--- src/hdl/tomasuloPkg.sv ---
package tomasuloPkg;

    parameter int REG_ADDR_W = 5;
    parameter int DATA_W     = 32;
    parameter int INSTR_W    = 32;

    // Instruction word fields
    parameter int OP_HI     = 31;
    parameter int OP_LO     = 26;
    parameter int UNIT_HI   = 31;
    parameter int UNIT_LO   = 29;
    parameter int SRC_A_HI  = 25;
    parameter int SRC_A_LO  = 21;
    parameter int SRC_B_HI  = 20;
    parameter int SRC_B_LO  = 16;
    parameter int DEST_HI   = 15;
    parameter int DEST_LO   = 11;

    parameter logic [2:0] UNIT_ADDER = 3'b000;

    // Low three bits of the operation field
    typedef enum logic [2:0] {
        ALU_ADD = 3'b000,
        ALU_SUB = 3'b001,
        ALU_OR  = 3'b100,
        ALU_AND = 3'b101,
        ALU_NOT = 3'b110,
        ALU_XOR = 3'b111
    } aluOpT;

    typedef enum logic [1:0] {
        EMPTY,
        WAITING,
        ISSUED,
        EXECUTING
    } entryStateT;

endpackage

--- src/hdl/adderStations.sv ---
`timescale 1ns/1ps

module adderStations #(
    parameter int StationCount = 6
) (
    input  logic                              clock,
    input  logic                              rstN,
    input  logic                              issue,
    input  logic [StationCount-1:0]           issueTag,
    input  tomasuloPkg::aluOpT                operation,
    input  logic [tomasuloPkg::DATA_W-1:0]    aValue,
    input  logic [StationCount-1:0]           aTag,
    input  logic [tomasuloPkg::DATA_W-1:0]    bValue,
    input  logic [StationCount-1:0]           bTag,
    output logic [StationCount-1:0]           stationFree,
    output logic                              dispatch,
    output logic [StationCount-1:0]           dispatchTag,
    output tomasuloPkg::aluOpT                dispatchOp,
    output logic [tomasuloPkg::DATA_W-1:0]    dispatchA,
    output logic [tomasuloPkg::DATA_W-1:0]    dispatchB,
    input  logic                              cdbValid,
    input  logic [StationCount-1:0]           cdbTag,
    input  logic [tomasuloPkg::DATA_W-1:0]    cdbValue
);

    logic [StationCount-1:0]        busyQ;
    logic [StationCount-1:0]        pendQ;
    logic [StationCount-1:0]        opsReady;
    tomasuloPkg::aluOpT             opQ   [StationCount];
    logic [tomasuloPkg::DATA_W-1:0] aValQ [StationCount];
    logic [tomasuloPkg::DATA_W-1:0] bValQ [StationCount];
    logic [StationCount-1:0]        aTagQ [StationCount];
    logic [StationCount-1:0]        bTagQ [StationCount];

    // A station keeps its tag until the bus carries its result,
    // so no other instruction can be renamed to it while in flight
    assign stationFree = ~busyQ;

    always_comb begin
        for (int s = 0; s < StationCount; s++) begin
            opsReady[s] = pendQ[s] && aTagQ[s] == '0 && bTagQ[s] == '0;
        end
    end

    assign dispatch = |opsReady;

    // Lowest index ready station wins
    always_comb begin
        dispatchTag = '0;
        dispatchOp  = tomasuloPkg::ALU_ADD;
        dispatchA   = '0;
        dispatchB   = '0;
        for (int s = StationCount - 1; s >= 0; s--) begin
            if (opsReady[s]) begin
                dispatchTag    = '0;
                dispatchTag[s] = 1'b1;
                dispatchOp     = opQ[s];
                dispatchA      = aValQ[s];
                dispatchB      = bValQ[s];
            end
        end
    end

    always_ff @(posedge clock) begin
        if (!rstN) begin
            busyQ <= '0;
            pendQ <= '0;
        end else begin
            for (int s = 0; s < StationCount; s++) begin
                if (cdbValid && cdbTag[s]) begin
                    busyQ[s] <= 1'b0;
                end
                if (dispatch && dispatchTag[s]) begin
                    pendQ[s] <= 1'b0;
                end
                if (issue && issueTag[s]) begin
                    busyQ[s] <= 1'b1;
                    pendQ[s] <= 1'b1;
                end
            end
        end
    end

    // Operand capture and wakeup on bus tags
    always_ff @(posedge clock) begin
        for (int s = 0; s < StationCount; s++) begin
            if (cdbValid && aTagQ[s] == cdbTag) begin
                aValQ[s] <= cdbValue;
                aTagQ[s] <= '0;
            end
            if (cdbValid && bTagQ[s] == cdbTag) begin
                bValQ[s] <= cdbValue;
                bTagQ[s] <= '0;
            end
            if (issue && issueTag[s]) begin
                opQ[s]   <= operation;
                aValQ[s] <= aValue;
                aTagQ[s] <= aTag;
                bValQ[s] <= bValue;
                bTagQ[s] <= bTag;
            end
        end
    end

    noOverwriteA: assert property (@(posedge clock) disable iff (!rstN)
        issue |-> (issueTag & busyQ) == '0);

endmodule

--- config.mk ---
export PLATFORM = sky130hd
export DESIGN_NAME = adderStations
export DESIGN_NICKNAME = d
export VERILOG_FILES = /design/src/hdl/tomasuloPkg.sv /design/src/hdl/adderStations.sv
export SDC_FILE = /design/constraint.sdc
export NUM_CORES = 1
export LEC_CHECK = 0
export ABC_AREA = 1
export BUFFER_PORTS_ARGS = -buffer_cell sky130_fd_sc_hd__buf_2
export CAP_MARGIN = 40
export CORE_MARGIN = 5
export CORE_UTILIZATION = 50
export CTS_CLUSTER_DIAMETER = 150
export DETAILED_ROUTE_END_ITERATION = 10
export MAX_ROUTING_LAYER = met4
export PLACE_DENSITY = 0.69
export SYNTH_ARGS = -nofsm -noshare
export SYNTH_HDL_FRONTEND = slang
export SYNTH_SLANG_ARGS = --single-unit
--- constraint.sdc ---
create_clock -name clock -period 8 [get_ports clock]
set_input_delay 1.2 -clock clock [delete_from_list [all_inputs] [get_ports clock]]
set_output_delay 1.2 -clock clock [all_outputs]
set_load 0.02 [all_outputs]
==> summary.txt, run 1 <==
Drt
  – Drt first pass iters: 6
  – DR iter-0 viols: 2108
  – DRC: 0
  – Routed wire length: 68.9 mm
  – Vias: 19000
  – DR vias/cell: approximately 5.6
  – WL/cell: just over 20 µm
  – Final ANT Viol Nets: 0

Synthesis
  – Post-Synth Simple-Gate Area: 20.6%
  – Syn Inst Count: approximately 2600
  – Synth unique cells: 32
  – Post-Syn Nets: ~2700
  – Post-synthesis register bit count: roughly 490
  – Asr flop ratio synth: 0%
  – Number of flops mapped to enable cells by yosys: 474
  – Ys flop type: edfxtp_1
  – Area share of the largest cell type after synthesis: between 60 and 70%
  – Post-Synth XOR/XNOR Area: roughly 1.0%
  – Avg Cell Area, Syn: between 9 and 10 µm²
  – Post-Syn Area: 23600 µm²
  – Compound-Gate Fraction of Synth Area: under 10%
  – Seq/Total Area, Yosys: between 60% and 70%
  – YS warnings: 0
  – Area leader, netlist: edfxtp_1
  – Post-synthesis mux area share: 0%
  – Synth area leaders: edfxtp_1 60%, nand2_1 11%, o21ai_0 8.7%, nor2_1 5.0%, nand3_1 4.3%
  – Largest family of logic cells by synthesized area: simple AND/OR/NAND/NOR gates
  – Adder-cell share of the synthesized area: 0%

Timing
  – Final hold vios: 0
  – Total negative slack: 0 ns
  – Final min period: 5.30 ns
  – Endpoints failing setup: 0
  – RSZ-0062 raised after global routing: false
  – Worst-Margin Slew: 0.928 ns
  – Clock skew: about 0.022 ns
  – Slew headroom: a little under two fifths
  – Hold slack: 0.475 ns
  – FMAX: roughly 190 MHz
  – Final Slew Violations: 0
  – Crit share post-route: around two thirds

CTS
  – Clk sinks: 486
  – Post-cts gate resize count: 0
  – CTS tree: done
  – Clock latency on the worst-skew pair: ~0.60 ns
  – Total CTS buffers: 51
  – H-tree depth: 2
  – Clock Tree Buf Depth: 3
  – Hold buffer count at cts: 0
  – Setup bufs post-CTS: 0
  – Clock Tree Root: clkbuf_16
  – Clock transition at path regs: 0.06 ns

Placement
  – Gp weighted congestion: between 0.8 and 0.9
  – DP HPWL: between 40 and 50 mm
  – Post-DP Area: between 20000 and 30000 µm²
  – Placed cell count: 3299
  – IO Port Bufs: between 200 and 250

Finish
  – Layout area overhead: 13.1%
  – Filler cell count: a little over 4000
  – Most common cell after layout, fill and taps aside: nand2_1
  – Most frequent cells in the layout: 666 x nand2_1, 474 x edfxtp_1, 407 x o21ai_0
  – Final cell count without fillers: between 3000 and 4000
  – Nets: roughly 2900
  – Multi-input gate area: 7610 µm²
  – Post-route cell area: roughly 27000 µm²
  – Register area: between 10000 and 15000 µm²
  – Layout cells sized above 1: 12.0%

Worst setup path
  – CP Capture Type: primary output
  – CP Max Fanout: between 70 and 80
  – Worst Setup Start Kind: register
  – Critical Path AT: 4.10 ns
  – Critical Path RT: 6.80 ns
  – Crit Path Class: reg -> out

Min path
  – Hold Crit Class: reg -> reg

Floorplanning
  – Initial core utilization: 50.6%
  – Core area: 46700 µm²
  – Die width: roughly 230 µm
  – Die H: about 230 µm
  – Row count: 79
  – I/O pin count: 207
  – Die Area: just over 50000 µm²

Global route
  – Largest net degree at the start of global routing: slightly below 100
  – First-pass GRT wire length: ~100 mm
  – Antenna violations before repair: 2
  – GR Overflow Total: 0
  – Vias in the first global route: between 15000 and 20000
  – GRT Util Overall: 27.0%

Power
  – Total power: roughly 0.0057 W
  – Cell Pwr Density: approximately 210 nW/µm²
  – Sw Share: about a quarter
  – Switch Pwr: 0.00134 W
  – Worst VDD drop: approximately 0.00013 V
  – Pint: roughly 0.0044 W
  – Static Leak: around 12 nW
  – Sequential Power Share: 52.9%
  – Combinational Power Share: under 10%
  – Clk network pwr share: between 30% and 40%

Run status
  – Outcome: completed

Run
  – Max cap viols: 0
## power groups by stage
stage | sequential [W] | clock (W) | combinational [W]
after floorplan | 0.00307 | 0 | 0.000245
after global placement | 0.00307 | 0 | 0.000410
after detailed placement | 0.00307 | 0 | 0.000424
after CTS | 0.00302 | 0.00226 | 0.000427
after global routing | 0.00303 | 0.00237 | 0.000476
final | 0.00302 | 0.00225 | 0.000430
## worst max-delay path: stages, from the launching register on
cell and delay (ns):
edfxtp_1 0.41, nor2_1 0.13, nand2_1 0.06, nor2_1 0.18
nand2_4 0.05, buf_4 0.24, buf_16 0.25, nand2_4 0.12
clkinv_2 0.64, buf_4 0.68, nand3_1 0.21, nand2_1 0.06
nor2_1 0.18, nand2_1 0.06, buf_2 0.16
## Yosys cell counts (2+ instances only)
cell	instances
nand4_1	3
nor2_1	317
clkbuf_1	103
buf_4	6
inv_1	266
o22ai_1	9
dfxtp_1	12
buf_2	18
nand3_1	201
nand2_1	680
xnor2_1	19
nand2_4	2
buf_1	13
edfxtp_1	474
o2111ai_1	9
buf_6	10
a21oi_1	22
a211oi_1	3
inv_2	3
xor2_1	9
o21ai_0	412
nor4_1	2
nor3_1	3
## worst paths after layout
check              startpoint      endpoint  slack, ns  cells after the start
hold / removal       pendQ[0]      pendQ[0]       0.47                      2
setup reg to reg  aTagQ[0][3]      pendQ[3]       5.12                     11
hold reg to reg      pendQ[0]      pendQ[0]       0.47                      2
setup / recovery  aTagQ[0][3]  dispatchA[8]       2.70                     14
## registers in the layout, summed over array words and instances, names as in the netlist
| register | count |
|---|---|
| pendQ | 6 |
| aTagQ | 36 |
| busyQ | 6 |
| bValQ | 192 |
| opQ | 18 |
| aValQ | 192 |
| bTagQ | 36 |
## logic make-up (layout without fill, tap and decap cells)
family | count (synthesis) | after routing
flops | 486 | 486
other cells | 0 | 2
simple gates | 1213 | 1213
xor+xnor | 28 | 28
compound gates | 458 | 458
buf+inv | 420 | 600
## metal layers
layer / routed length [µm] / global-route usage [%] / part of all wire (%)
met4: 2020 / 8.85 / 2.9
met1: 27100 / 34.9 / 39
met2: 33700 / 44.6 / 49
met5: 0 / - / 0
met3: 6040 / 3.57 / 8.8
## layout make-up
| cell class | count | share of cell area, % |
|---|---|---|
| antenna | 2 | 0.0187 |
| clock buffer | 71 | 5.40 |
| clock inverter | 22 | 0.454 |
| inverter | 270 | 3.80 |
| multi-input combinational | 1699 | 28.5 |
| sequential | 486 | 54.1 |
| tap | 607 | 2.84 |
| timing repair buffer | 237 | 4.88 |
## through the flow
step | utilization [%] | setup slack [ns]
after floorplan | - | 2.75
after global placement | 53.8 | 3.29
after detailed placement | 53.9 | 3.33
after CTS | 57.3 | 2.72
after global routing | 57.3 | 2.42
final | 57.3 | 2.70
No activity file was read; power rests on OpenSTA's default activity.
==> run 2, diff against run 1 <==
--- a/config.mk
+++ b/config.mk
@@ -13,7 +13,7 @@
 export CTS_CLUSTER_DIAMETER = 150
 export DETAILED_ROUTE_END_ITERATION = 10
 export MAX_ROUTING_LAYER = met4
-export PLACE_DENSITY = 0.69
+export PLACE_DENSITY = 0.71
 export SYNTH_ARGS = -nofsm -noshare
 export SYNTH_HDL_FRONTEND = slang
 export SYNTH_SLANG_ARGS = --single-unit
==> constraint.sdc (replaced) <==
create_clock -name clock -period 4.56 [get_ports clock]
set_input_delay 0.684 -clock clock [delete_from_list [all_inputs] [get_ports clock]]
set_output_delay 0.684 -clock clock [all_outputs]
set_load 0.02 [all_outputs]
==> run 2 against run 1 <==
  * Setup slack worse by 2.1 ns
  * Via count is 1.4% higher
  * Clock skew is 0.0015 ns lower
  * Largest cell class unchanged
  * Clock power is 73% higher
  * Critical path depth is 1 lower
  * Highest routed layer unchanged
  * Design area is 0.42% higher
==> summary.txt, run 2 (synthesis gave the netlist of run 1 again) <==
Min path
  – Hold Startpoint: operation[0]
  – Hold Crit Class: in -> reg

Timing
  – Crit share post-route: 87.0%
  – RSZ-0062 raised after global routing: false
  – Slew headroom: 35.9% (-2.2 points)
  – Worst Setup Slack, final: 0.593 ns (-2.11 ns)
  – Final Slew Violations: 0 (unchanged)
  – Final min period: roughly 4.0 ns
  – FMAX: between 200 and 300 MHz
  – Total negative slack: 0 ns (unchanged)
  – Endpoints failing setup: 0 (unchanged)
  – Worst-Margin Slew: 0.961 ns (+0.0331 ns)
  – Clock skew: 0.0202 ns (-0.00148 ns)
  – Final hold vios: 0 (unchanged)

CTS
  – Post-cts gate resize count: 0 (unchanged)
  – Clock latency on the worst-skew pair: 0.60 ns (about the same)
  – Clock Tree Root: clkbuf_16
  – CTS tree: done
  – H-tree depth: 2 (unchanged)
  – Hold buffer count at cts: 0 (unchanged)
  – Setup bufs post-CTS: 0 (unchanged)
  – Clock transition at path regs: 0.07 ns (about the same)
  – Total CTS buffers: 49 (-3.9%)
  – Clk sinks: 486 (unchanged)
  – Clock Tree Buf Depth: 3 (unchanged)

Worst setup path
  – Worst path bufs/invs: 4 (-1)
  – Worst Setup Start Kind: register
  – Top cell by count, worst path: nand2_1
  – Setup crit start: bTagQ[0][1]
  – Critical Path RT: 3.88 ns (-2.92 ns)
  – Critical Path AT: 3.28 ns (-0.82 ns)
  – Max stage delay on crit path: 0.48 ns (-0.20 ns)
  – Crit Path Class: reg -> out
  – Slowest CP cell: buf_4
  – Worst path top cell family by delay: buffers and inverters
  – R2R Path Start: bTagQ[0][1]
  – CP Capture Type: primary output
  – CP Max Fanout: 38 (-47%)
  – Crit-path cells: nor2_1 -> nand2_1 -> nor2_1 -> nand2_4 -> nand2_4 -> nor2_4 -> buf_4 -> buf_4 -> nand2_1 -> nand2_1 -> inv_1 -> nand3_1 -> buf_2

Global route
  – Antenna violations before repair: 2 (unchanged)
  – Vias in the first global route: 18400 (-0.049%)
  – GRT Util Overall: 26.9% (-0.094 points)
  – Largest net degree at the start of global routing: 93 (-4.1%)
  – First-pass GRT wire length: 103 mm (-0.49%)
  – GR Overflow Total: 0 (unchanged)

Drt
  – Vias: 19200 (+1.4%)
  – DRC: 0 (unchanged)
  – Routed wire length: 68.9 mm (about the same)
  – Final ANT Viol Nets: 0 (unchanged)
  – WL/cell: 20.3 µm (about the same)
  – DR iter-0 viols: 2210 (+4.8%)
  – DR vias/cell: 5.66 (+1.3%)
  – Drt first pass iters: 6 (unchanged)

Run status
  – Outcome: completed

Finish
  – Layout cells sized above 1: 11.8% (-0.19 points)
  – Biggest regs: aValQ (192), bValQ (192)
  – Layout area overhead: 13.6%
  – Nets: 2876 (+0.14%)
  – Final cell count without fillers: 3396 (+0.059%)
  – Most common cell after layout, fill and taps aside: nand2_1
  – Most frequent cells in the layout: 666 x nand2_1, 474 x edfxtp_1, 407 x o21ai_0

Placement
  – IO Port Bufs: 206 (unchanged)
  – Gp weighted congestion: 0.905 (+2.2%)
  – Placed cell count: 3305 (+0.18%)
  – Place WS: 1.24 ns (-2.09 ns)
  – DP HPWL: 43.0 mm (+2.5%)

Power
  – Worst VDD drop: 0.000262 V (+95%)
  – Cell Pwr Density: 371 nW/µm² (+74%)
  – Static Leak: 11.6 nW (+0.16%)

Floorplanning
  – Die width: 227 µm (unchanged)
  – Die Area: 51700 µm² (unchanged)
  – Row count: 79 (unchanged)
  – I/O pin count: 207 (unchanged)
  – Core area: 46700 µm² (unchanged)
  – Initial core utilization: 50.6% (unchanged)
  – Die H: 227 µm (unchanged)

Run
  – Max cap viols: 0 (unchanged)
==> run 2: changes by cell type in the layout (fill, tap and decap cells not counted), sizes merged <==
cell	before	now
inv	268	269
buf	237	243
diode	2	1
bufinv	1	3
clkbuf	71	64
clkinvlp	0	1
==> run 2: layout make-up <==
type	instances	area [µm²]
diodes	1	2.50
clock buffers	64	1330
clock inverters	26	188
fillers	4050	19800
inverters	270	1010
multi-input cells	1699	7610
flip-flops and latches	486	14500
well taps	607	759
repair buffers	243	1470
==> run 2: power breakdown <==
| group | internal, W | switching, W |
|---|---|---|
| clock network | 0.00220 | 0.00169 |
| registers | 0.00522 | 0.0000749 |
| logic | 0.000202 | 0.000572 |
| total | 0.00763 | 0.00234 |
==> run 2: path summary, 6_finish.rpt <==
| kind | endpoint | slack (ns) | cells past startpoint |
|---|---|---|---|
| max | dispatchA[20] | 0.59 | 13 |
| max reg2reg | pendQ[5] | 1.93 | 11 |
| min | opQ[4][0] | 0.37 | 1 |
| min reg2reg | busyQ[5] | 0.47 | 2 |
==> run 2: metal layers <==
layer	share of wire [%]	GRT usage (%)
met1	38	34.0
met2	48	44.0
met3	9.5	3.74
met4	4.3	11.2
met5	0	-
==> run 2: metrics by stage <==
| step | power, W | hold slack, ns | util [%] | area (µm²) |
|---|---|---|---|---|
| finish | 0.00996 | 0.365 | 57.5 | 26800 |
| global route | 0.0103 | 0.358 | 57.5 | 26800 |
| CTS | 0.00998 | 0.351 | 57.5 | 26800 |
| detailed placement | 0.00615 | 0.461 | 54.3 | 25300 |
| global placement | 0.00612 | 0.453 | 54.3 | 25300 |
| floorplan | 0.00580 | 0.437 | - | 23600 |
