$ cat src/hdl/tomasuloPkg.sv
package tomasuloPkg;

    parameter int REG_ADDR_W = 5;
    parameter int DATA_W     = 32;
    parameter int INSTR_W    = 32;

    // Instruction word fields
    parameter int OP_HI     = 31;
    parameter int OP_LO     = 26;
    parameter int UNIT_HI   = 31;
    parameter int UNIT_LO   = 29;
    parameter int SRC_A_HI  = 25;
    parameter int SRC_A_LO  = 21;
    parameter int SRC_B_HI  = 20;
    parameter int SRC_B_LO  = 16;
    parameter int DEST_HI   = 15;
    parameter int DEST_LO   = 11;

    parameter logic [2:0] UNIT_ADDER = 3'b000;

    // Low three bits of the operation field
    typedef enum logic [2:0] {
        ALU_ADD = 3'b000,
        ALU_SUB = 3'b001,
        ALU_OR  = 3'b100,
        ALU_AND = 3'b101,
        ALU_NOT = 3'b110,
        ALU_XOR = 3'b111
    } aluOpT;

    typedef enum logic [1:0] {
        EMPTY,
        WAITING,
        ISSUED,
        EXECUTING
    } entryStateT;

endpackage

$ cat src/hdl/integerAdder.sv
`timescale 1ns/1ps

module integerAdder #(
    parameter int StationCount = 6
) (
    input  logic                              clock,
    input  logic                              rstN,
    input  logic                              dispatch,
    input  logic [StationCount-1:0]           dispatchTag,
    input  tomasuloPkg::aluOpT                dispatchOp,
    input  logic [tomasuloPkg::DATA_W-1:0]    dispatchA,
    input  logic [tomasuloPkg::DATA_W-1:0]    dispatchB,
    output logic                              cdbValid,
    output logic [StationCount-1:0]           cdbTag,
    output logic [tomasuloPkg::DATA_W-1:0]    cdbValue
);

    logic                           s1Valid;
    logic [StationCount-1:0]        s1Tag;
    tomasuloPkg::aluOpT             s1Op;
    logic [tomasuloPkg::DATA_W-1:0] s1A;
    logic [tomasuloPkg::DATA_W-1:0] s1B;
    logic [tomasuloPkg::DATA_W-1:0] result;

    always_comb begin
        case (s1Op)
            tomasuloPkg::ALU_ADD: result = s1A + s1B;
            tomasuloPkg::ALU_SUB: result = s1A - s1B;
            tomasuloPkg::ALU_OR:  result = s1A | s1B;
            tomasuloPkg::ALU_AND: result = s1A & s1B;
            // Only A is used
            tomasuloPkg::ALU_NOT: result = ~s1A;
            tomasuloPkg::ALU_XOR: result = s1A ^ s1B;
            default:              result = '0;
        endcase
    end

    always_ff @(posedge clock) begin
        if (!rstN) begin
            s1Valid  <= 1'b0;
            cdbValid <= 1'b0;
        end else begin
            s1Valid  <= dispatch;
            cdbValid <= s1Valid;
        end
    end

    // Stage 1 holds operands, stage 2 drives the bus
    always_ff @(posedge clock) begin
        s1Tag    <= dispatchTag;
        s1Op     <= dispatchOp;
        s1A      <= dispatchA;
        s1B      <= dispatchB;
        cdbTag   <= s1Tag;
        cdbValue <= result;
    end

endmodule

$ cat config.mk
export PLATFORM = sky130hd
export DESIGN_NAME = integerAdder
export DESIGN_NICKNAME = d
export VERILOG_FILES = /design/src/hdl/tomasuloPkg.sv /design/src/hdl/integerAdder.sv
export SDC_FILE = /design/constraint.sdc
export NUM_CORES = 1
export LEC_CHECK = 0
export BUFFER_PORTS_ARGS = -buffer_cell sky130_fd_sc_hd__buf_2
export CORE_ASPECT_RATIO = 1.75
export CORE_MARGIN = 8
export CORE_UTILIZATION = 40
export CTS_BUF_LIST = sky130_fd_sc_hd__clkbuf_16
export DETAILED_ROUTE_END_ITERATION = 8
export PLACE_DENSITY = 0.58
export SYNTH_ARGS = -nofsm -noshare
export SYNTH_HDL_FRONTEND = slang
export SYNTH_SLANG_ARGS = --single-unit
export TNS_END_PERCENT = 1
$ cat constraint.sdc
create_clock -name clock -period 8.1 [get_ports clock]
set_clock_uncertainty 0.05 [all_clocks]
set_input_delay 0.405 -clock clock [delete_from_list [all_inputs] [get_ports clock]]
set_output_delay 0.405 -clock clock [all_outputs]
set_load 0.01 [all_outputs]
==> results of run 1 <==
flip-flops by register name, summed over array words and instances (netlist names):
name / count
s1Tag: 6
s1Valid: 1
cdbValid: 1
cdbValue: 32
s1B: 32
s1A: 32
cdbTag: 6
s1Op: 3
routing by layer:
metal / share of wire, % / wire [um]
met5: 0 / 0
met4: 3.9 / 699
met3: 4.4 / 784
met2: 56 / 9989
met1: 36 / 6323
final cells by class:
| type | count | area, sq um | share of cell area (%) |
|---|---|---|---|
| repair buffers | 117 | 593.1 | 7.177 |
| clock inverters | 13 | 195.2 | 2.362 |
| multi-input cells | 476 | 4139 | 50.09 |
| inverters | 96 | 360.3 | 4.361 |
| well taps | 227 | 284.0 | 3.437 |
| clock buffers | 17 | 425.4 | 5.148 |
| flip-flops and latches | 113 | 2266 | 27.42 |
power breakdown:
part / total (mW) / switching [mW] / internal [mW]
Sequential: 0.636 / 0.0317 / 0.604
Combinational: 0.388 / 0.210 / 0.178
Clock: 0.793 / 0.257 / 0.536
synthesized netlist by cell type, drive strengths merged, types with 2 or more instances:
library cell / number / area [sq um]
nand2b: 5 / 31.28
or4: 2 / 18.77
nand3: 7 / 35.03
mux2i: 2 / 20.02
clkbuf: 23 / 86.33
mux4: 26 / 585.6
dfxtp: 113 / 2262
a211oi: 5 / 37.54
mux2: 4 / 45.04
xnor2: 42 / 367.9
a22o: 22 / 192.7
nand2: 39 / 146.4
o41ai: 2 / 17.52
xor2: 14 / 122.6
a41oi: 5 / 51.30
nor4: 5 / 46.29
o21a: 5 / 37.54
buf: 6 / 26.27
o221ai: 2 / 17.52
a21oi: 38 / 190.2
a21o: 14 / 105.1
and3: 3 / 18.77
and2: 8 / 52.55
nand4: 9 / 62.56
inv: 96 / 360.4
ha: 96 / 1201
o31ai: 6 / 45.04
nor2b: 7 / 43.79
o21bai: 2 / 15.01
o2111ai: 2 / 17.52
o21ai: 35 / 175.2
nor3b: 2 / 15.01
a32o: 2 / 20.02
nor2: 22 / 82.58
o211ai: 9 / 67.56
a31oi: 9 / 56.30
nor3: 12 / 76.33
worst paths after layout:
path / from / endpoint / slack [ns]
worst max-delay path: s1Op[2] / cdbValue[27] / 3.57
worst min-delay path: dispatchA[24] / s1A[24] / 0.03
worst max register to register: s1Op[2] / cdbValue[27] / 3.57
worst min register to register: s1Tag[1] / cdbTag[1] / 0.27
cells by family (layout without fill, tap and decap cells):
| kind of cell | Yosys count | in the layout | synth area share, % |
|---|---|---|---|
| xor+xnor | 56 | 56 | 7.138 |
| buf+inv | 125 | 243 | 6.883 |
| flops | 113 | 113 | 32.92 |
| mux | 32 | 32 | 9.468 |
| simple gates | 126 | 126 | 9.723 |
| compound gates | 165 | 165 | 16.10 |
| fa+ha+maj | 97 | 97 | 17.77 |
==> results_dict.tcl, run 1 <==
set metrics [dict create \
    ios 115 \
    grt_pass1_wl_mm 28.55 \
    postCtsHoldBufs 0 \
    yosysWarnings 0 \
    final_area_sq_mm 0.008263 \
    dp_cells 1029 \
    ys_seq_area_share_pct 32.92 \
    slowest_delay_ns 1.03 \
    finalSetupViolations 0 \
    cts_tree "yes" \
    pre_cts_slack_ns 3.571 \
    crit_family "compound AO/OA/AOI/OAI gates" \
    status "finished, final reports clean" \
    cts_buffers 17 \
    cap_violations 0 \
    diodes 0 \
    end_kind "register" \
    hpwl_mm 13.56 \
    fin_cells 1059 \
    drtAntennaViolNets 0 \
    p_leak_nw 3.909 \
    power.density_mw_per_mm2 219.9 \
    crit_cells 12 \
    reg2regPathDepth 12 \
    crit_buf_inv 0 \
    layout-drive-gt1-share_pct 22.48 \
    grt_util_all_layers_pct 17.07 \
    wl_mm 17.80 \
    vias_per_cell 5.156 \
    die_y_um 189.4 \
    port_buffers 114 \
    path_clk_slew_ns 0.06 \
    critPathSlowestCell "dfxtp_2" \
    top_usage_layer "met2" \
    finalWorstSetupSlack_ns 3.571 \
    hp-class "primary input to register" \
    grt_overflow 0 \
    fin_crit_ns 4.529 \
    holdWs_ns 0.02944 \
    antenna_found_initial 0 \
    critical_path_class "register to register" \
    num_vias 5460 \
    finalHoldViolations 0 \
    synth_ff_type "dfxtp_1" \
    clk_latency_ns 0.42 \
    critPathLaunchType "register" \
    setup_tns_ns 0 \
    cts_max_level 4 \
    layout_commonest_cell "buf_2" \
    dpl_cell_area_sq_mm 0.007642 \
    die_x_um 115.1 \
    wl_per_cell_um 16.80 \
    hold_path_depth 1 \
    grtUsageMet1_pct 15.37 \
    slew_viol_final 0 \
    die_area_sq_mm 0.02179 \
    clkSinkCount 113 \
    synth_edf_count 0 \
    async_flop_share_pct 0 \
    drtIter0Drc 162 \
    post_cts_buffers 0 \
    path_cells "nor2_2, nand2_1, o31ai_1, xnor2_1, ha_1, and3_1, nand2_1, a211oi_1, o2111ai_1, a211oi_1, o21ai_0, a32o_1" \
    std_cell_rows 63 \
    crit_arrival_ns 4.78 \
    n_fill_cell 1680 \
    cts_resized 0 \
    first_pass_iters 4 \
    grt_use_met3_pct 3.987 \
    slew_headroom_pct 29.17 \
    max_freq_mhz 220.8 \
    start_util_pct 40.74 \
    syn_inst 714 \
    finalCritPeriodShare_pct 55.92 \
    power.total_mw 1.817 \
    clockBufferDepth 2 \
    grt_setup_unrepaired "false" \
    utilization_pct 48.98 \
    area_growth_syn_to_layout_pct 20.25 \
    required_ns 8.35 \
    final_cell_mix "114 x buf_2, 110 x dfxtp_1, 97 x inv_1" \
    irDropWorstVdd_v 0.0001124 \
    final_nets 994 \
    crit_fanout 49 \
    gp_congestion 0.9167 \
    syn-cell-area_sq_mm 0.006872 \
    grt_util_met2_pct 33.08 \
    grt_pass1_vias 5896 \
    worstMarginPinSlew_ns 1.062 \
    route.detailed.drc 0 \
    avgSynthCellArea_sq_um 9.624 \
    ys_seq_elements 113 \
    clockRootBuffer "clkbuf_16" \
    synth.distinct_cells 59 \
    core-area_sq_mm 0.01687 \
    syn_nets 887 \
    grt_max_degree 50 \
]
Note: power is estimated with default switching activity, not from simulation.
==> inputs of run 2 (changes only) <==
Settings changed: PLACE_DENSITY 0.58 to 0.6.
Clock period 8.1 ns to 4 ns, I/O delays scaled along.
==> run 2 against run 1 <==
Compared with the run above: register-to-register slack lost 3.5 ns; setup slack lost 3.5 ns; sequential share of layout area shrank 3.2 points; combinational power grew 140%; critical endpoint is now cdbValue[28].
==> results_dict.tcl, run 2 (synthesis results as in run 1) <==
set metrics [dict create \
    status "finished, final reports clean" \
    critPathLaunchType "register" \
    start_util_pct 40.74 \
    antenna_found_initial 0 \
    vias_per_cell 5.020 \
    finalHoldViolations 0 \
    die_y_um 189.4 \
    irDropWorstVdd_v 0.0002640 \
    seqPwrFrac_pct 33.9 \
    grt_max_degree 49 \
    p_sw_mw 1.059 \
    grt_pass1_vias 6298 \
    drtIter0Drc 163 \
    grt_util_all_layers_pct 17.79 \
    core-area_sq_mm 0.01687 \
    final_area_sq_mm 0.009384 \
    ios 115 \
    timing.rr.end "cdbValue[28]" \
    cap_violations 0 \
    power_frac_comb_pct 24.4 \
    finalSetupViolations 0 \
    dpl_cell_area_sq_mm 0.007866 \
    grt_pass1_wl_mm 29.99 \
    diodes 0 \
    clkSinkCount 113 \
    fin_crit_ns 3.893 \
    cp-endpoint "cdbValue[28]" \
    r2r_slack_ns 0.11 \
    grt_setup_unrepaired "true" \
    max_freq_mhz 256.9 \
    die_area_sq_mm 0.02179 \
    clk_latency_ns 0.43 \
    clockBufferDepth 2 \
    drtAntennaViolNets 0 \
    swShare_pct 28.08 \
    slew_viol_final 0 \
    final_cell_mix "114 x buf_2, 109 x dfxtp_1, 98 x inv_1" \
    worstMarginPinSlew_ns 0.6846 \
    std_cell_rows 63 \
    layout-drive-gt1-share_pct 25.71 \
    gp_congestion 0.9146 \
    cts_buffers 17 \
    grt_overflow 0 \
    power_frac_clock_pct 41.7 \
    first_pass_iters 4 \
    area_growth_syn_to_layout_pct 36.56 \
    hpwl_mm 14.21 \
    cts_max_level 4 \
    port_buffers 114 \
    n_fill_cell 1554 \
    slew_headroom_pct 54.36 \
    reg2regPathDepth 14 \
    layout_commonest_cell "buf_2" \
    route.detailed.drc 0 \
    wl_mm 18.49 \
    num_vias 5883 \
    critical_path_class "register to register" \
    crit_fanout 4 \
    final_nets 1106 \
    end_kind "register" \
    path_clk_slew_ns 0.05 \
    crit_start "s1B[3]" \
    required_ns 4.25 \
    p_leak_nw 4.418 \
    power.density_mw_per_mm2 401.9 \
    reg_top3 "cdbValue x32, s1A x32, s1B x32" \
    die_x_um 115.1 \
    p_int_mw 2.713 \
    hp-class "register to register" \
    finalCritPeriodShare_pct 97.33 \
    clockRootBuffer "clkbuf_16" \
    crit-reg2reg-launch "s1B[3]" \
    utilization_pct 55.63 \
    finalWorstSetupSlack_ns 0.1068 \
    cts_tree "yes" \
    wl_per_cell_um 15.78 \
    crit_arrival_ns 4.15 \
    pre_cts_slack_ns 0.03066 \
]
==> run 2: metrics by stage <==
step	total power, mW	hold WS (ns)	cells	setup TNS (ns)
finish	3.772	0.2740	1172	0
global route	3.979	0.2834	1172	-0.3285
CTS	3.796	0.2752	1166	0
detailed placement	2.136	0.2536	1059	0
global placement	2.128	0.2517	1059	0
floorplan	1.854	0.1777	714	0
==> run 2: power by group through the flow <==
stage	clock network [mW]	registers (mW)	logic, mW
6_report	1.57	1.28	0.920
5_1_grt	1.67	1.29	1.02
4_1_cts	1.62	1.28	0.899
3_5_place_dp	0	1.30	0.835
3_3_place_gp	0	1.30	0.827
2_1_floorplan	0	1.32	0.537
==> run 2: cell type report <==
class                           instances  area, sq um  area share (%)
Clock buffer                           17        425.4           4.533
Clock inverter                         14        192.7           2.053
Inverter                               96        360.3           3.840
Multi-Input combinational cell        476         4228           45.05
Sequential cell                       113         2270           24.19
Tap cell                              227        284.0           3.027
Timing Repair Buffer                  229         1624           17.31
==> run 2: metal layers <==
metal / routed length (um) / vias up / global-route usage [%]
li1: - / 2940 / -
met1: 6568 / 2778 / 16.20
met2: 10560 / 125 / 34.51
met3: 738 / 40 / 3.987
met4: 629 / 0 / 10.07
met5: 0 / - / 0
==> run 2: worst max-delay path: stages, from the launching register on <==
cell and delay [ns]:
dfxtp_4 0.36, nor4_4 0.32, nand4_1 0.17, or4_4 0.57, nor3_4 0.29, and2_4 0.22, a41oi_2 0.10, xnor2_1 0.15
ha_1 0.34, a21oi_2 0.16, o21bai_1 0.10, or4_1 0.42, o21ai_2 0.18, nor4b_2 0.06, a311o_1 0.27
==> run 2: worst min-delay path by stage <==
| stage | from | end | slack, ns | depth (start not counted) |
|---|---|---|---|---|
| finish | s1Tag[3] | cdbTag[3] | 0.27 | 0 |
| global route | s1Tag[2] | cdbTag[2] | 0.28 | 0 |
| CTS | s1Tag[0] | cdbTag[0] | 0.28 | 0 |
| global placement | dispatchA[30] | s1A[30] | 0.25 | 1 |
| detailed placement | dispatchOp[1] | s1Op[1] | 0.25 | 1 |
| floorplan | dispatchA[0] | s1A[0] | 0.18 | 0 |
==> run 2: what timing repair did <==
item,in CTS,in global routing
hold buffers,76,0
cloned,0,0
endpoints found under the hold margin,75,0
setup endpoints to repair,1,7
buffers inserted,0,6
resized for setup,1,23
pin swaps,0,21
==> inputs of run 3 (changes only) <==
Settings changed: CORE_MARGIN 8 to 4, CTS_CLUSTER_DIAMETER from default to 80.
==> run 3 against run 2 <==
Compared with the run above: hold slack about the same; sequential cell count is the same; register-to-register slack gained 0.06 ns; cell count is 0.17% lower; via count is 0.42% lower; maximum frequency rose by 1.6%; routed wire length shrank 0.71%; count of clock-buffer cells in the layout did not move; cell area shrank 0.20%; first-iteration DRC count down 12%.
==> results_dict.tcl, run 3 (synthesis results as in run 1) <==
set metrics [dict create \
    num_vias 5858 \
    diodes 0 \
    power.density_mw_per_mm2 408.5 \
    hp-class "register to register" \
    power.total_mw 3.826 \
    grt_util_all_layers_pct 19.85 \
    worstMarginPinSlew_ns 0.6715 \
    finalCritPeriodShare_pct 95.77 \
    std_cell_rows 63 \
    dpl_cell_area_sq_mm 0.007851 \
    n_fill_cell 1546 \
    core-area_sq_mm 0.01695 \
    antenna_found_initial 0 \
    clockRootBuffer "clkbuf_16" \
    path_clk_slew_ns 0.05 \
    route.met3.wl_um 586 \
    slowest_delay_ns 0.49 \
    fin_cells 1170 \
    critical_path_class "register to register" \
    grt_pass1_wl_mm 29.69 \
    area_growth_syn_to_layout_pct 36.29 \
    critPathSlowestCell "or4_1" \
    layout_commonest_cell "buf_2" \
    gp_congestion 0.9228 \
    status "finished, final reports clean" \
    die_x_um 107.1 \
    die_y_um 181.4 \
    cts_tree "yes" \
    p_leak_nw 4.425 \
    crit_fanout 4 \
    finalHoldViolations 0 \
    ios 115 \
    grt_pass1_vias 6127 \
    crit_arrival_ns 4.09 \
    cts_buffers 17 \
    drtAntennaViolNets 0 \
    hpwl_mm 13.59 \
    wl_mm 18.36 \
    required_ns 4.26 \
    met1Wirelength_mm 6.474 \
    slew_headroom_pct 55.23 \
    finalSetupViolations 0 \
    cts_max_level 4 \
    highest_layer "met4" \
    first_pass_iters 4 \
    grt_max_degree 49 \
    path_cells "nor4_4, nand4_1, or4_4, nor3_4, and2_4, a41oi_2, xnor2_1, ha_1, a21oi_2, o21bai_1, or4_1, o21ai_2, nor4b_1, a311o_1" \
    dr_wl_met2_mm 10.71 \
    final_area_sq_mm 0.009365 \
    port_buffers 114 \
    holdWs_ns 0.2735 \
    layout-drive-gt1-share_pct 24.71 \
    reg_top3 "cdbValue x32, s1A x32, s1B x32" \
    dp_cells 1057 \
    irDropWorstVdd_v 0.0003584 \
    grt_overflow 0 \
    final_cell_mix "114 x buf_2, 109 x dfxtp_1, 97 x inv_1" \
    clk_latency_ns 0.43 \
    critPathLaunchType "register" \
    start_util_pct 40.55 \
    final_nets 1103 \
    utilization_pct 55.26 \
    end_kind "register" \
    die_area_sq_mm 0.01942 \
    grt_setup_unrepaired "true" \
    route.detailed.drc 0 \
    max_freq_mhz 261.0 \
    vias_per_cell 5.007 \
    cap_violations 0 \
    slew_viol_final 0 \
    clockBufferDepth 2 \
    wl_per_cell_um 15.69 \
    clkSinkCount 113 \
    drtIter0Drc 143 \
    fin_crit_ns 3.831 \
]
run 3: worst paths after layout:
path                 start            to  slack (ns)  cells past startpoint
setup / recovery    s1B[3]  cdbValue[28]        0.17                     14
hold / removal    s1Tag[1]     cdbTag[1]        0.27                      0
setup reg to reg    s1B[3]  cdbValue[28]        0.17                     14
hold reg to reg   s1Tag[1]     cdbTag[1]        0.27                      0
run 3: power by group:
part / internal, mW / switching, mW
combinational: 0.448 / 0.460
sequential: 1.22 / 0.0569
clock: 1.10 / 0.539
total: 2.77 / 1.06
run 3: area by class of cell:
type	instances	area (sq um)	share of cell area, %
sequential	113	2267	24.21
clock buffer	17	425.4	4.542
timing repair buffer	226	1602	17.10
multi-input combinational	476	4212	44.97
clock inverter	15	215.2	2.298
inverter	96	360.3	3.848
tap	227	284.0	3.033
run 3: metal layers:
metal | GRT usage, % | vias up
met5 | 0 | -
li1 | - | 2946
met3 | 4.269 | 36
met2 | 38.83 | 117
met1 | 18.90 | 2759
met4 | 9.575 | 0
run 3: critical path, delay by kind of cell, from the launching register on:
kind | cells | cell delay (ns)
AND/OR/NAND/NOR | 7 | 2.00
XOR/XNOR | 1 | 0.15
adder cells (fa/ha/maj) | 1 | 0.32
AO/OA/AOI/OAI | 5 | 0.85
flip-flops | 1 | 0.34
run 3: metrics by stage:
| step | setup slack (ns) | setup TNS, ns |
|---|---|---|
| final | 0.1692 | 0 |
| after global placement | 0.06043 | 0 |
| after floorplan | 0.2714 | 0 |
| after global routing | -0.01701 | -0.03697 |
| after CTS | 0.03996 | 0 |
| after detailed placement | -0.006115 | -0.006115 |
run 3: what timing repair did:
action	CTS	global route
gates resized for setup	1	16
hold buffers	76	0
endpoints found under the hold margin	75	0
endpoints found under the setup margin	1	9
setup buffers	0	5
pin swaps	0	7
