$ cat config.mk
export PLATFORM = sky130hd
export DESIGN_NAME = instructionQueue
export DESIGN_NICKNAME = d
export VERILOG_FILES = /design/src/hdl/tomasuloPkg.sv /design/src/hdl/instructionQueue.sv
export SDC_FILE = /design/constraint.sdc
export NUM_CORES = 1
export LEC_CHECK = 0
export ABC_AREA = 1
export BUFFER_PORTS_ARGS = -buffer_cell sky130_fd_sc_hd__buf_2
export CELL_PAD_IN_SITES_DETAIL_PLACEMENT = 1
export CELL_PAD_IN_SITES_GLOBAL_PLACEMENT = 1
export CORE_MARGIN = 3
export CORE_UTILIZATION = 40
export CTS_CLUSTER_SIZE = 12
export DETAILED_ROUTE_END_ITERATION = 7
export PLACE_DENSITY_LB_ADDON = 0.05
export SLEW_MARGIN = 20
export SYNTH_ARGS = -nofsm -noshare
export SYNTH_HDL_FRONTEND = slang
export SYNTH_SLANG_ARGS = --single-unit
$ cat constraint.sdc
create_clock -name clock -period 7.09 [get_ports clock]
set_input_delay 1.418 -clock clock [delete_from_list [all_inputs] [get_ports clock]]
set_output_delay 1.418 -clock clock [all_outputs]
set_load 0.01 [all_outputs]
$ cat src/hdl/tomasuloPkg.sv
package tomasuloPkg;

    parameter int REG_ADDR_W = 5;
    parameter int DATA_W     = 32;
    parameter int INSTR_W    = 32;

    // Instruction word fields
    parameter int OP_HI     = 31;
    parameter int OP_LO     = 26;
    parameter int UNIT_HI   = 31;
    parameter int UNIT_LO   = 29;
    parameter int SRC_A_HI  = 25;
    parameter int SRC_A_LO  = 21;
    parameter int SRC_B_HI  = 20;
    parameter int SRC_B_LO  = 16;
    parameter int DEST_HI   = 15;
    parameter int DEST_LO   = 11;

    parameter logic [2:0] UNIT_ADDER = 3'b000;

    // Low three bits of the operation field
    typedef enum logic [2:0] {
        ALU_ADD = 3'b000,
        ALU_SUB = 3'b001,
        ALU_OR  = 3'b100,
        ALU_AND = 3'b101,
        ALU_NOT = 3'b110,
        ALU_XOR = 3'b111
    } aluOpT;

    typedef enum logic [1:0] {
        EMPTY,
        WAITING,
        ISSUED,
        EXECUTING
    } entryStateT;

endpackage

$ cat src/hdl/instructionQueue.sv
`timescale 1ns/1ps

module instructionQueue #(
    parameter int QueueDepth   = 8,
    parameter int StationCount = 6,
    parameter int ProgramDepth = 1024
) (
    input  logic                                  clock,
    input  logic                                  rstN,
    input  logic                                  start,
    input  logic [$clog2(ProgramDepth):0]         programLength,
    output logic [$clog2(ProgramDepth)-1:0]       fetchAddr,
    input  logic [tomasuloPkg::INSTR_W-1:0]       fetchData,
    input  logic [StationCount-1:0]               stationFree,
    output logic                                  issue,
    output logic [StationCount-1:0]               issueTag,
    output tomasuloPkg::aluOpT                    operation,
    output logic [tomasuloPkg::REG_ADDR_W-1:0]    destAddr,
    output logic [tomasuloPkg::REG_ADDR_W-1:0]    aAddr,
    output logic [tomasuloPkg::REG_ADDR_W-1:0]    bAddr,
    input  logic                                  dispatch,
    input  logic [StationCount-1:0]               dispatchTag,
    input  logic                                  cdbValid,
    input  logic [StationCount-1:0]               cdbTag,
    output logic                                  busy
);

    localparam int IdxW   = $clog2(QueueDepth);
    localparam int CountW = $clog2(QueueDepth + 1);
    localparam int PcW    = $clog2(ProgramDepth) + 1;

    logic [tomasuloPkg::INSTR_W-1:0] instrQ [QueueDepth];
    tomasuloPkg::entryStateT         stateQ [QueueDepth];
    logic [StationCount-1:0]         tagQ   [QueueDepth];

    tomasuloPkg::entryStateT         updState   [QueueDepth];
    logic [StationCount-1:0]         updTag     [QueueDepth];
    tomasuloPkg::entryStateT         shiftState [QueueDepth];
    logic [StationCount-1:0]         shiftTag   [QueueDepth];
    logic [tomasuloPkg::INSTR_W-1:0] shiftInstr [QueueDepth];

    logic [PcW-1:0]    pc;
    logic [PcW-1:0]    lengthQ;
    logic [CountW-1:0] count;
    logic [CountW:0]   occupancy;
    logic [IdxW-1:0]   tailIdx;
    logic              fetchGo;
    logic              fetchValid;

    logic            issueFound;
    logic [IdxW-1:0] issueIdx;
    logic            removing;
    logic [IdxW-1:0] removeIdx;
    logic            tagClash;

    logic [tomasuloPkg::INSTR_W-1:0]                     issueWord;
    logic [tomasuloPkg::OP_HI-tomasuloPkg::OP_LO:0]      opField;

    // Count the word arriving from memory so the window never overflows
    assign occupancy = {1'b0, count} + {{CountW{1'b0}}, fetchValid};
    assign fetchGo   = busy && (pc < lengthQ) && (occupancy < (CountW + 1)'(QueueDepth));
    assign fetchAddr = pc[PcW-2:0];
    assign tailIdx   = IdxW'(count - CountW'(removing));

    // Oldest waiting entry and the completing entry
    always_comb begin
        issueFound = 1'b0;
        issueIdx   = '0;
        removing   = 1'b0;
        removeIdx  = '0;
        for (int i = QueueDepth - 1; i >= 0; i--) begin
            if (stateQ[i] == tomasuloPkg::WAITING) begin
                issueFound = 1'b1;
                issueIdx   = IdxW'(i);
            end
            if (cdbValid && stateQ[i] == tomasuloPkg::EXECUTING && tagQ[i] == cdbTag) begin
                removing  = 1'b1;
                removeIdx = IdxW'(i);
            end
        end
    end

    assign issueWord = instrQ[issueIdx];
    assign opField   = issueWord[tomasuloPkg::OP_HI:tomasuloPkg::OP_LO];
    assign operation = tomasuloPkg::aluOpT'(opField[2:0]);
    assign destAddr  = issueWord[tomasuloPkg::DEST_HI:tomasuloPkg::DEST_LO];
    assign aAddr     = issueWord[tomasuloPkg::SRC_A_HI:tomasuloPkg::SRC_A_LO];
    assign bAddr     = issueWord[tomasuloPkg::SRC_B_HI:tomasuloPkg::SRC_B_LO];
    assign issue     = issueFound && (|stationFree);
    // Lowest free station, one-hot
    assign issueTag  = stationFree & (~stationFree + 1'b1);

    // State changes first, then compaction over the completed entry
    always_comb begin
        for (int i = 0; i < QueueDepth; i++) begin
            updState[i] = stateQ[i];
            updTag[i]   = tagQ[i];
            if (issue && i == int'(issueIdx)) begin
                updState[i] = tomasuloPkg::ISSUED;
                updTag[i]   = issueTag;
            end
            if (dispatch && stateQ[i] == tomasuloPkg::ISSUED && tagQ[i] == dispatchTag) begin
                updState[i] = tomasuloPkg::EXECUTING;
            end
        end
        for (int i = 0; i < QueueDepth; i++) begin
            shiftState[i] = updState[i];
            shiftTag[i]   = updTag[i];
            shiftInstr[i] = instrQ[i];
            if (removing && i >= int'(removeIdx)) begin
                if (i == QueueDepth - 1) begin
                    shiftState[i] = tomasuloPkg::EMPTY;
                    shiftTag[i]   = '0;
                end else begin
                    shiftState[i] = updState[i + 1];
                    shiftTag[i]   = updTag[i + 1];
                    shiftInstr[i] = instrQ[i + 1];
                end
            end
        end
    end

    always_ff @(posedge clock) begin
        if (!rstN) begin
            pc         <= '0;
            lengthQ    <= '0;
            count      <= '0;
            busy       <= 1'b0;
            fetchValid <= 1'b0;
            for (int i = 0; i < QueueDepth; i++) begin
                stateQ[i] <= tomasuloPkg::EMPTY;
                tagQ[i]   <= '0;
            end
        end else begin
            fetchValid <= fetchGo;
            if (fetchGo) begin
                pc <= pc + 1'b1;
            end
            if (start) begin
                pc      <= '0;
                lengthQ <= programLength;
                busy    <= 1'b1;
            end else if (busy && count == '0 && !fetchValid && pc >= lengthQ) begin
                busy <= 1'b0;
            end
            count <= count + CountW'(fetchValid) - CountW'(removing);
            for (int i = 0; i < QueueDepth; i++) begin
                stateQ[i] <= shiftState[i];
                tagQ[i]   <= shiftTag[i];
            end
            if (fetchValid) begin
                stateQ[tailIdx] <= tomasuloPkg::WAITING;
                tagQ[tailIdx]   <= '0;
            end
        end
    end

    always_ff @(posedge clock) begin
        for (int i = 0; i < QueueDepth; i++) begin
            instrQ[i] <= shiftInstr[i];
        end
        if (fetchValid) begin
            instrQ[tailIdx] <= fetchData;
        end
    end

    always_comb begin
        tagClash = 1'b0;
        for (int i = 0; i < QueueDepth; i++) begin
            for (int j = i + 1; j < QueueDepth; j++) begin
                if ((stateQ[i] == tomasuloPkg::ISSUED || stateQ[i] == tomasuloPkg::EXECUTING) &&
                    (stateQ[j] == tomasuloPkg::ISSUED || stateQ[j] == tomasuloPkg::EXECUTING) &&
                    tagQ[i] == tagQ[j]) begin
                    tagClash = 1'b1;
                end
            end
        end
    end

    // A station tag stays bound to one entry until its result is broadcast
    uniqueTagA: assert property (@(posedge clock) disable iff (!rstN) !tagClash);

    adderOnlyA: assert property (@(posedge clock) disable iff (!rstN)
        issue |-> issueWord[tomasuloPkg::UNIT_HI:tomasuloPkg::UNIT_LO] == tomasuloPkg::UNIT_ADDER);

endmodule

==> results.sh, run 1 <==
export IMPL_status="completed"
export IMPL_post_route_drc_count=0
export IMPL_synth_edf_count=144
export IMPL_path_clk_slew_ns=0.06
export IMPL_setup_tns_ns=0
export IMPL_synth_top_area_share_pct=32.4
export IMPL_finalClockSkew_ns=0.0152
export IMPL_hold_path_class="flip-flop to flip-flop"
export IMPL_hold_slack_ns=0.462
export IMPL_first_global_vias=12200
export IMPL_wl_per_cell_um=20.7
export IMPL_netlist_area_um2=13300
export IMPL_hold_depth=2
export IMPL_num_vias=11900
export IMPL_start_kind="input port"
export IMPL_synth_cell_types=55
export IMPL_antenna_left=0
export IMPL_area_growth_pct=11.6
export IMPL_htreeDepth=1
export IMPL_dieArea_um2=35600
export IMPL_slew_viol_final=0
export IMPL_wl_um=46200
export IMPL_cts_inserted_buffers=28
export IMPL_yosys_warnings=0
export IMPL_placed_cell_area_um2=14000
export IMPL_root_buffer="clkbuf_16"
export IMPL_layout_min_cycle_time_ns=5.36
export IMPL_yosysMostFrequentCell="nand2_1"
export IMPL_grt_pass1_wl_um=70700
export IMPL_syn_inst=1728
export IMPL_peakVddDrop_mv=0.157
export IMPL_setup_viol=0
export IMPL_first_pass_iters=5
export IMPL_grt_max_degree=39
export IMPL_synth_nets=1816
export IMPL_rsz0062_at_grt="false"
export IMPL_die_h_um=189
export IMPL_r2r_cells=23
export IMPL_worstPathArrival_ns=5.62
export IMPL_cap_violations=0
export IMPL_tightest_slew_ns=1.01
export IMPL_cts_path_max_buffers=3
export IMPL_yosys_top_cells_count="nand2_1, o21ai_0, inv_1, edfxtp_1, nor2_1"
export IMPL_async_flop_share_pct=0
export IMPL_hpwl_um=31400
export IMPL_numClockSinks=236
export IMPL_worstSkewPairLatency_ns=0.56
export IMPL_endpoint_kind="flip-flop"
export IMPL_viasPerCell=5.35
export IMPL_leakage_nw=6.49
export IMPL_routabilityCongestion=0.869
export IMPL_ys_seq_elements=236
export IMPL_antenna_found_initial=0
export IMPL_cts_tree="done"
export IMPL_num_antenna_cells=0
export IMPL_core_area_um2=32700
export IMPL_ys_seq_area_share_pct=46.2
export IMPL_fin_cells=2233
export IMPL_track_usage_pct=25.7
export IMPL_start_util_pct=40.8
export IMPL_worstSetupPathType="input port to flip-flop"
export IMPL_ios=102
export IMPL_synth_ff_type="edfxtp_1"
export IMPL_fin_nets=1858
export IMPL_post_cts_buffers=0
export IMPL_place_port_buffers=87
export IMPL_fillerInstances=4151
export IMPL_min_period_over_period_pct=75.6
export IMPL_ctsResizeCount=0
export IMPL_finalHoldViolations=0
export IMPL_fin_area_um2=14900
export IMPL_avgSynthCellArea_um2=7.72
export IMPL_setup_slack_ns=1.73
export IMPL_crit_fanout=37
export IMPL_dieWidth_um=189
export IMPL_drive_above_1_share_pct=10.8
export IMPL_yosys_top_cells_area="edfxtp_1, dfxtp_1, nand2_1"
export IMPL_place_ws_ns=1.18
export IMPL_cp_required_ns=7.35
export IMPL_drtIter0Drc=639
export IMPL_max_clock_freq_mhz=187
export IMPL_synth_top_area_cell="edfxtp_1"
export IMPL_powerDensity_nw_per_um2=220
export IMPL_row_count=66
export IMPL_gr_total_overflow=0
export IMPL_dp_cells=2182
export IMPL_slew_headroom_pct=32.3
export IMPL_cts_hold_buf=0
[state kept, by name, summed over array words and instances (netlist names)]
register    cells
pc             11
fetchValid      1
tagQ           48
stateQ         16
instrQ        144
lengthQ        11
busy            1
count           4
[per-stage QoR]
step	power, W	util (%)
finish	0.00328	45.6
global route	0.00341	45.6
CTS	0.00331	45.6
detailed placement	0.00183	42.7
global placement	0.00182	42.7
floorplan	0.00171	-
[where the power goes]
part | internal, W | switching [W] | total (W)
Clock | 0.000867 | 0.000616 | 0.00148
Sequential | 0.00147 | 0.0000179 | 0.00149
Combinational | 0.0000896 | 0.000216 | 0.000306
[cell type report]
class                   instances  area (um2)  area share [%]
well taps                     442         553            3.71
flip-flops and latches        236        6170            41.4
multi-input cells            1208        5970            40.1
clock buffers                  31         712            4.78
inverters                     191         717            4.81
clock inverters                20         211            1.42
repair buffers                105         571            3.83
[critical path: stages]
cell and delay (ns):
buf_2 0.33, inv_2 0.12, nor2_2 0.11, inv_2 0.04
nand2_1 0.05, nor2_1 0.04, nand4_1 0.11, nor2_4 0.09
nor2_4 0.31, nand2_4 0.20, inv_2 0.29, nand2_4 0.15
ha_1 0.22, ha_1 0.19, or2_1 0.22, nand2_1 0.11
inv_1 0.07, nor2_1 0.13, inv_1 0.08, nor2_1 0.13
clkinv_1 0.08, buf_4 0.26, nand2_1 0.51, buf_4 0.33
[layer usage]
| layer | part of all wire [%] | up-vias | GRT usage, % |
|---|---|---|---|
| met5 | 0 | - | 0 |
| li1 | - | 5783 | - |
| met3 | 4.9 | 74 | 2.96 |
| met4 | 2.8 | 0 | 7.48 |
| met2 | 48 | 294 | 44.1 |
| met1 | 45 | 5795 | 34.3 |
[cell usage in the layout, fill, tap and decap left out, types with 13 or more instances in the layout]
cell	count
nor3_1	22
inv_2	17
o2bb2ai_1	13
dfxtp_1	92
o21ai_0	204
clkbuf_16	28
edfxtp_1	144
nor2_1	138
inv_1	172
buf_4	18
ha_1	21
a21oi_1	82
nand3_1	60
buf_2	87
xor2_1	37
nand4_1	30
o21ai_1	33
nand2_1	476
xnor2_1	16
[path summary, 6_finish.rpt]
path	slack, ns	startpoint	endpoint
min	0.46	lengthQ[3]	lengthQ[3]
min reg2reg	0.46	lengthQ[3]	lengthQ[3]
max reg2reg	2.57	tagQ[0][2]	instrQ[6][22]
max	1.73	cdbTag[5]	instrQ[6][22]
[cell families (layout without fill, tap and decap cells)]
| family | after synthesis | in the layout | synth area share [%] |
|---|---|---|---|
| xor+xnor | 53 | 53 | 3.48 |
| compound gates | 362 | 362 | 14.5 |
| buf+inv | 284 | 347 | 9.22 |
| fa+ha+maj | 22 | 22 | 2.12 |
| flops | 236 | 236 | 46.2 |
| simple gates | 771 | 771 | 24.4 |
No activity file was read; power rests on OpenSTA's default activity.
==> inputs of run 2 (changes only) <==
clock period = 4.85 ns   (was 7.09 ns; I/O delays follow)
==> results.sh, run 2 (same netlist as run 1, synthesis figures left out) <==
export IMPL_place_port_buffers=87
export IMPL_dieWidth_um=189
export IMPL_htreeDepth=1
export IMPL_slew_viol_final=0
export IMPL_hp_start="lengthQ[9]"
export IMPL_row_count=66
export IMPL_gr_total_overflow=0
export IMPL_seqCellArea_um2=6170
export IMPL_routabilityCongestion=0.876
export IMPL_grt_pass1_wl_um=70400
export IMPL_tightest_slew_ns=0.775
export IMPL_num_antenna_cells=0
export IMPL_largestRegisters="instrQ (144), tagQ (48), stateQ (16)"
export IMPL_slowest_stage="nor2_4"
export IMPL_fillerInstances=4150
export IMPL_m1WireLength_um=20800
export IMPL_report_power_total_w=0.00470
export IMPL_dieArea_um2=35600
export IMPL_finalHoldViolations=0
export IMPL_viasPerCell=5.31
export IMPL_regMostFlops="instrQ"
export IMPL_peakVddDrop_mv=0.292
export IMPL_setup_tns_ns=0
export IMPL_wl_um=45500
export IMPL_largest_reg_flops=144
export IMPL_path_clk_slew_ns=0.06
export IMPL_ios=102
export IMPL_finalClockSkew_ns=0.0143
export IMPL_start_util_pct=40.8
export IMPL_first_pass_iters=5
export IMPL_worstSkewPairLatency_ns=0.56
export IMPL_slew_headroom_pct=48.2
export IMPL_cts_tree="done"
export IMPL_min_period_over_period_pct=85.6
export IMPL_status="completed"
export IMPL_core_area_um2=32700
export IMPL_layout_min_cycle_time_ns=4.15
export IMPL_drive_above_1_share_pct=11.6
export IMPL_path_cells="inv_1 > o21ai_1 > nand3_1 > a21oi_2 > inv_2 > nor2_4 > buf_4 > a21oi_1 > nand3_1 > a21oi_1 > a41oi_1 > buf_2"
export IMPL_start_kind="flip-flop"
export IMPL_endpoint_kind="output port"
export IMPL_wl_per_cell_um=20.2
export IMPL_cts_inserted_buffers=29
export IMPL_hold_path_class="flip-flop to flip-flop"
export IMPL_crit_fanout=14
export IMPL_powerDensity_nw_per_um2=314
export IMPL_cts_hold_buf=0
export IMPL_first_global_vias=12300
export IMPL_worstPathArrival_ns=3.18
export IMPL_multi_input_area_um2=5960
export IMPL_route_met3_wl_um=2020
export IMPL_reg2reg_from="tagQ[5][2]"
export IMPL_antenna_left=0
export IMPL_setup_viol=0
export IMPL_post_route_drc_count=0
export IMPL_ctsResizeCount=0
export IMPL_grt_max_degree=38
export IMPL_wl_met2_um=21500
export IMPL_max_clock_freq_mhz=241
export IMPL_crit_path_start="stateQ[6][0]"
export IMPL_cap_violations=0
export IMPL_fin_nets=1874
export IMPL_track_usage_pct=25.3
export IMPL_worstSetupPathType="flip-flop to output port"
export IMPL_most_common_layout_cells="nand2_1, o21ai_0, inv_1, edfxtp_1, nor2_1"
export IMPL_area_growth_pct=12.4
export IMPL_antenna_found_initial=0
export IMPL_final_common_cell="nand2_1"
export IMPL_die_h_um=189
export IMPL_cp_required_ns=3.88
export IMPL_root_buffer="clkbuf_16"
export IMPL_rsz0062_at_grt="false"
export IMPL_drtIter0Drc=684
export IMPL_post_cts_buffers=0
export IMPL_routed_top_layer="met4"
export IMPL_num_vias=12000
export IMPL_cts_path_max_buffers=3
export IMPL_leakage_nw=6.57
export IMPL_numClockSinks=236
export IMPL_max_stage_delay_ns=0.39
export IMPL_hpwl_um=31700
## run 2: cell count changes in the layout (fill, tap and decap cells not counted), sizes merged
cell	before	now
inv	189	190
bufinv	4	0
buf	105	120
clkinv	17	13
clkbuf	31	41
## run 2: metal layers
| layer | vias up | track usage [%] |
|---|---|---|
| met1 | 5820 | 34.1 |
| met3 | 66 | 3.27 |
| met5 | - | 0 |
| li1 | 5822 | - |
| met2 | 252 | 43.2 |
| met4 | 0 | 6.67 |
## run 2: path summary, 6_finish.rpt
check | end | slack, ns | cells past startpoint
worst min-delay path | lengthQ[9] | 0.46 | 2
worst max-delay path | destAddr[4] | 0.70 | 12
worst min register to register | lengthQ[9] | 0.46 | 2
worst max register to register | instrQ[6][25] | 1.50 | 18
## run 2: power breakdown
group | total [W] | switching (W) | internal, W | leakage, nW
sequential | 0.00218 | 0.0000250 | 0.00216 | 2.04
combinational | 0.000454 | 0.000321 | 0.000133 | 4.07
clock | 0.00207 | 0.000879 | 0.00119 | 0.452
## run 2: metrics by stage
stage	cell area, um2	utilization [%]	cells	hold WS, ns	setup slack (ns)
after detailed placement	14100	43.1	2197	0.457	0.427
after global placement	14100	43.1	2197	0.451	0.428
after floorplan	13300	-	1728	0.438	0.646
final	15000	45.9	2251	0.459	0.701
after CTS	15000	45.9	2251	0.465	0.656
after global routing	15000	45.9	2251	0.487	0.504
## run 2: critical path, delay by kind of cell (launching register included)
| family | cells | cell delay [ns] |
|---|---|---|
| AOI/OAI and AO/OA | 5 | 0.98 |
| buffers and inverters | 4 | 0.65 |
| DFF | 1 | 0.34 |
| and+or+nand+nor | 3 | 0.64 |
## run 2: final cells by class
cell class                 instances  area share, %
multi-input combinational       1208           39.8
inverter                         191           4.78
tap                              442           3.69
sequential                       236           41.1
clock inverter                    13          0.517
timing repair buffer             120           4.64
clock buffer                      41           5.52
==> inputs of run 3 (changes only) <==
CORE_UTILIZATION = 30   (was 40)
==> results.sh, run 3 (same netlist as run 1, synthesis figures left out) <==
export IMPL_htreeDepth=1
export IMPL_setup_slack_ns=0.596
export IMPL_worstSkewPairLatency_ns=0.57
export IMPL_crit_fanout=26
export IMPL_finalClockSkew_ns=0.0138
export IMPL_num_antenna_cells=0
export IMPL_min_period_over_period_pct=87.7
export IMPL_die_h_um=217
export IMPL_viasPerCell=4.95
export IMPL_cts_hold_buf=0
export IMPL_root_buffer="clkbuf_16"
export IMPL_most_common_layout_cells="nand2_1, o21ai_0, inv_1, edfxtp_1, nor2_1"
export IMPL_tightest_slew_ns=0.694
export IMPL_max_clock_freq_mhz=235
export IMPL_grt_max_degree=37
export IMPL_post_route_drc_count=0
export IMPL_place_ws_ns=0.430
export IMPL_cts_tree="done"
export IMPL_worstPathArrival_ns=3.28
export IMPL_leakage_nw=6.63
export IMPL_path_clk_slew_ns=0.06
export IMPL_status="completed"
export IMPL_route_met3_wl_um=1630
export IMPL_start_util_pct=30.6
export IMPL_cts_inserted_buffers=30
export IMPL_r2r_cells=22
export IMPL_first_global_vias=12100
export IMPL_routabilityCongestion=0.801
export IMPL_crit_path_start="stateQ[5][1]"
export IMPL_antenna_left=0
export IMPL_powerDensity_nw_per_um2=313
export IMPL_routed_top_layer="met4"
export IMPL_seqCellArea_um2=6170
export IMPL_start_kind="flip-flop"
export IMPL_cp_required_ns=3.88
export IMPL_hpwl_um=35200
export IMPL_track_usage_pct=21.5
export IMPL_regMostFlops="instrQ"
export IMPL_wl_per_cell_um=21.2
export IMPL_ctsResizeCount=0
export IMPL_dieArea_um2=47000
export IMPL_endpoint_kind="output port"
export IMPL_report_power_total_w=0.00481
export IMPL_first_pass_iters=5
export IMPL_setup_tns_ns=0
export IMPL_multi_input_area_um2=5960
export IMPL_cap_violations=0
export IMPL_m1WireLength_um=25300
export IMPL_reg2reg_from="tagQ[2][1]"
export IMPL_cts_path_max_buffers=3
export IMPL_slew_viol_final=0
export IMPL_dieWidth_um=217
export IMPL_dp_cells=2347
export IMPL_hold_path_class="flip-flop to flip-flop"
export IMPL_fin_nets=1882
export IMPL_hold_slack_ns=0.466
export IMPL_largest_reg_flops=144
export IMPL_r2r_slack_ns=1.45
export IMPL_area_growth_pct=15.1
export IMPL_place_port_buffers=87
export IMPL_finalHoldViolations=0
export IMPL_grt_pass1_wl_um=76700
export IMPL_final_common_cell="nand2_1"
export IMPL_drive_above_1_share_pct=11.7
export IMPL_drtIter0Drc=601
export IMPL_rsz0062_at_grt="false"
export IMPL_numClockSinks=236
export IMPL_fillerInstances=5337
export IMPL_slew_headroom_pct=53.6
export IMPL_wl_met2_um=22600
export IMPL_num_vias=11900
export IMPL_r2r_end="instrQ[4][15]"
export IMPL_core_area_um2=43600
export IMPL_worstSetupPathType="flip-flop to output port"
export IMPL_antenna_found_initial=2
export IMPL_peakVddDrop_mv=0.292
export IMPL_crit_end="operation[2]"
export IMPL_setup_viol=0
export IMPL_layout_min_cycle_time_ns=4.25
export IMPL_row_count=76
export IMPL_largestRegisters="instrQ (144), tagQ (48), stateQ (16)"
export IMPL_ios=102
export IMPL_gr_total_overflow=0
export IMPL_post_cts_buffers=0
export IMPL_wl_um=50800
export IMPL_fin_cells=2401
==> run 3: cell count changes in the layout (fill, tap and decap cells not counted), sizes merged <==
cell,before,now
clkinvlp,1,0
clkinv,13,16
inv,190,189
bufinv,0,2
clkbuf,41,38
buf,120,127
==> run 3: worst min path at each step <==
stage,cells past startpoint,endpoint,from,slack [ns]
after floorplan,2,lengthQ[10],lengthQ[10],0.44
after global placement,2,lengthQ[2],lengthQ[2],0.46
after detailed placement,2,lengthQ[2],lengthQ[2],0.47
after CTS,2,pc[10],pc[10],0.48
after global routing,2,pc[10],pc[10],0.49
final,2,lengthQ[7],lengthQ[7],0.47
==> run 3: layout make-up <==
class	count	share of cell area, %
inverter	191	4.67
sequential	236	40.1
tap	585	4.76
multi-input combinational	1208	38.8
clock buffer	38	5.15
clock inverter	16	0.863
timing repair buffer	127	5.60
==> run 3: power by group <==
group | switching, W | internal (W)
clock | 0.000907 | 0.00125
sequential | 0.0000266 | 0.00216
combinational | 0.000334 | 0.000141
==> run 3: critical path, stage by stage, from the launching register on <==
cell,delay [ns]
dfxtp_1,0.35
inv_1,0.09
nand2_1,0.15
o21ai_1,0.13
nand2_1,0.10
nand2_1,0.05
nand2_1,0.13
nand2_1,0.07
nand2_1,0.12
nand2_1,0.08
inv_2,0.51
buf_4,0.30
a21oi_1,0.09
a41oi_1,0.31
buf_2,0.21
==> run 3: metrics by stage <==
step,utilization (%),cell area (um2)
final,35.3,15400
after global routing,35.3,15400
after CTS,35.3,15400
after detailed placement,33.2,14400
after global placement,33.2,14400
after floorplan,-,13300
==> run 3: routing by layer <==
metal	up-vias	track usage (%)
met2	189	34.7
met3	70	2.05
li1	5837	-
met4	0	5.13
met1	5786	31.2
met5	-	0
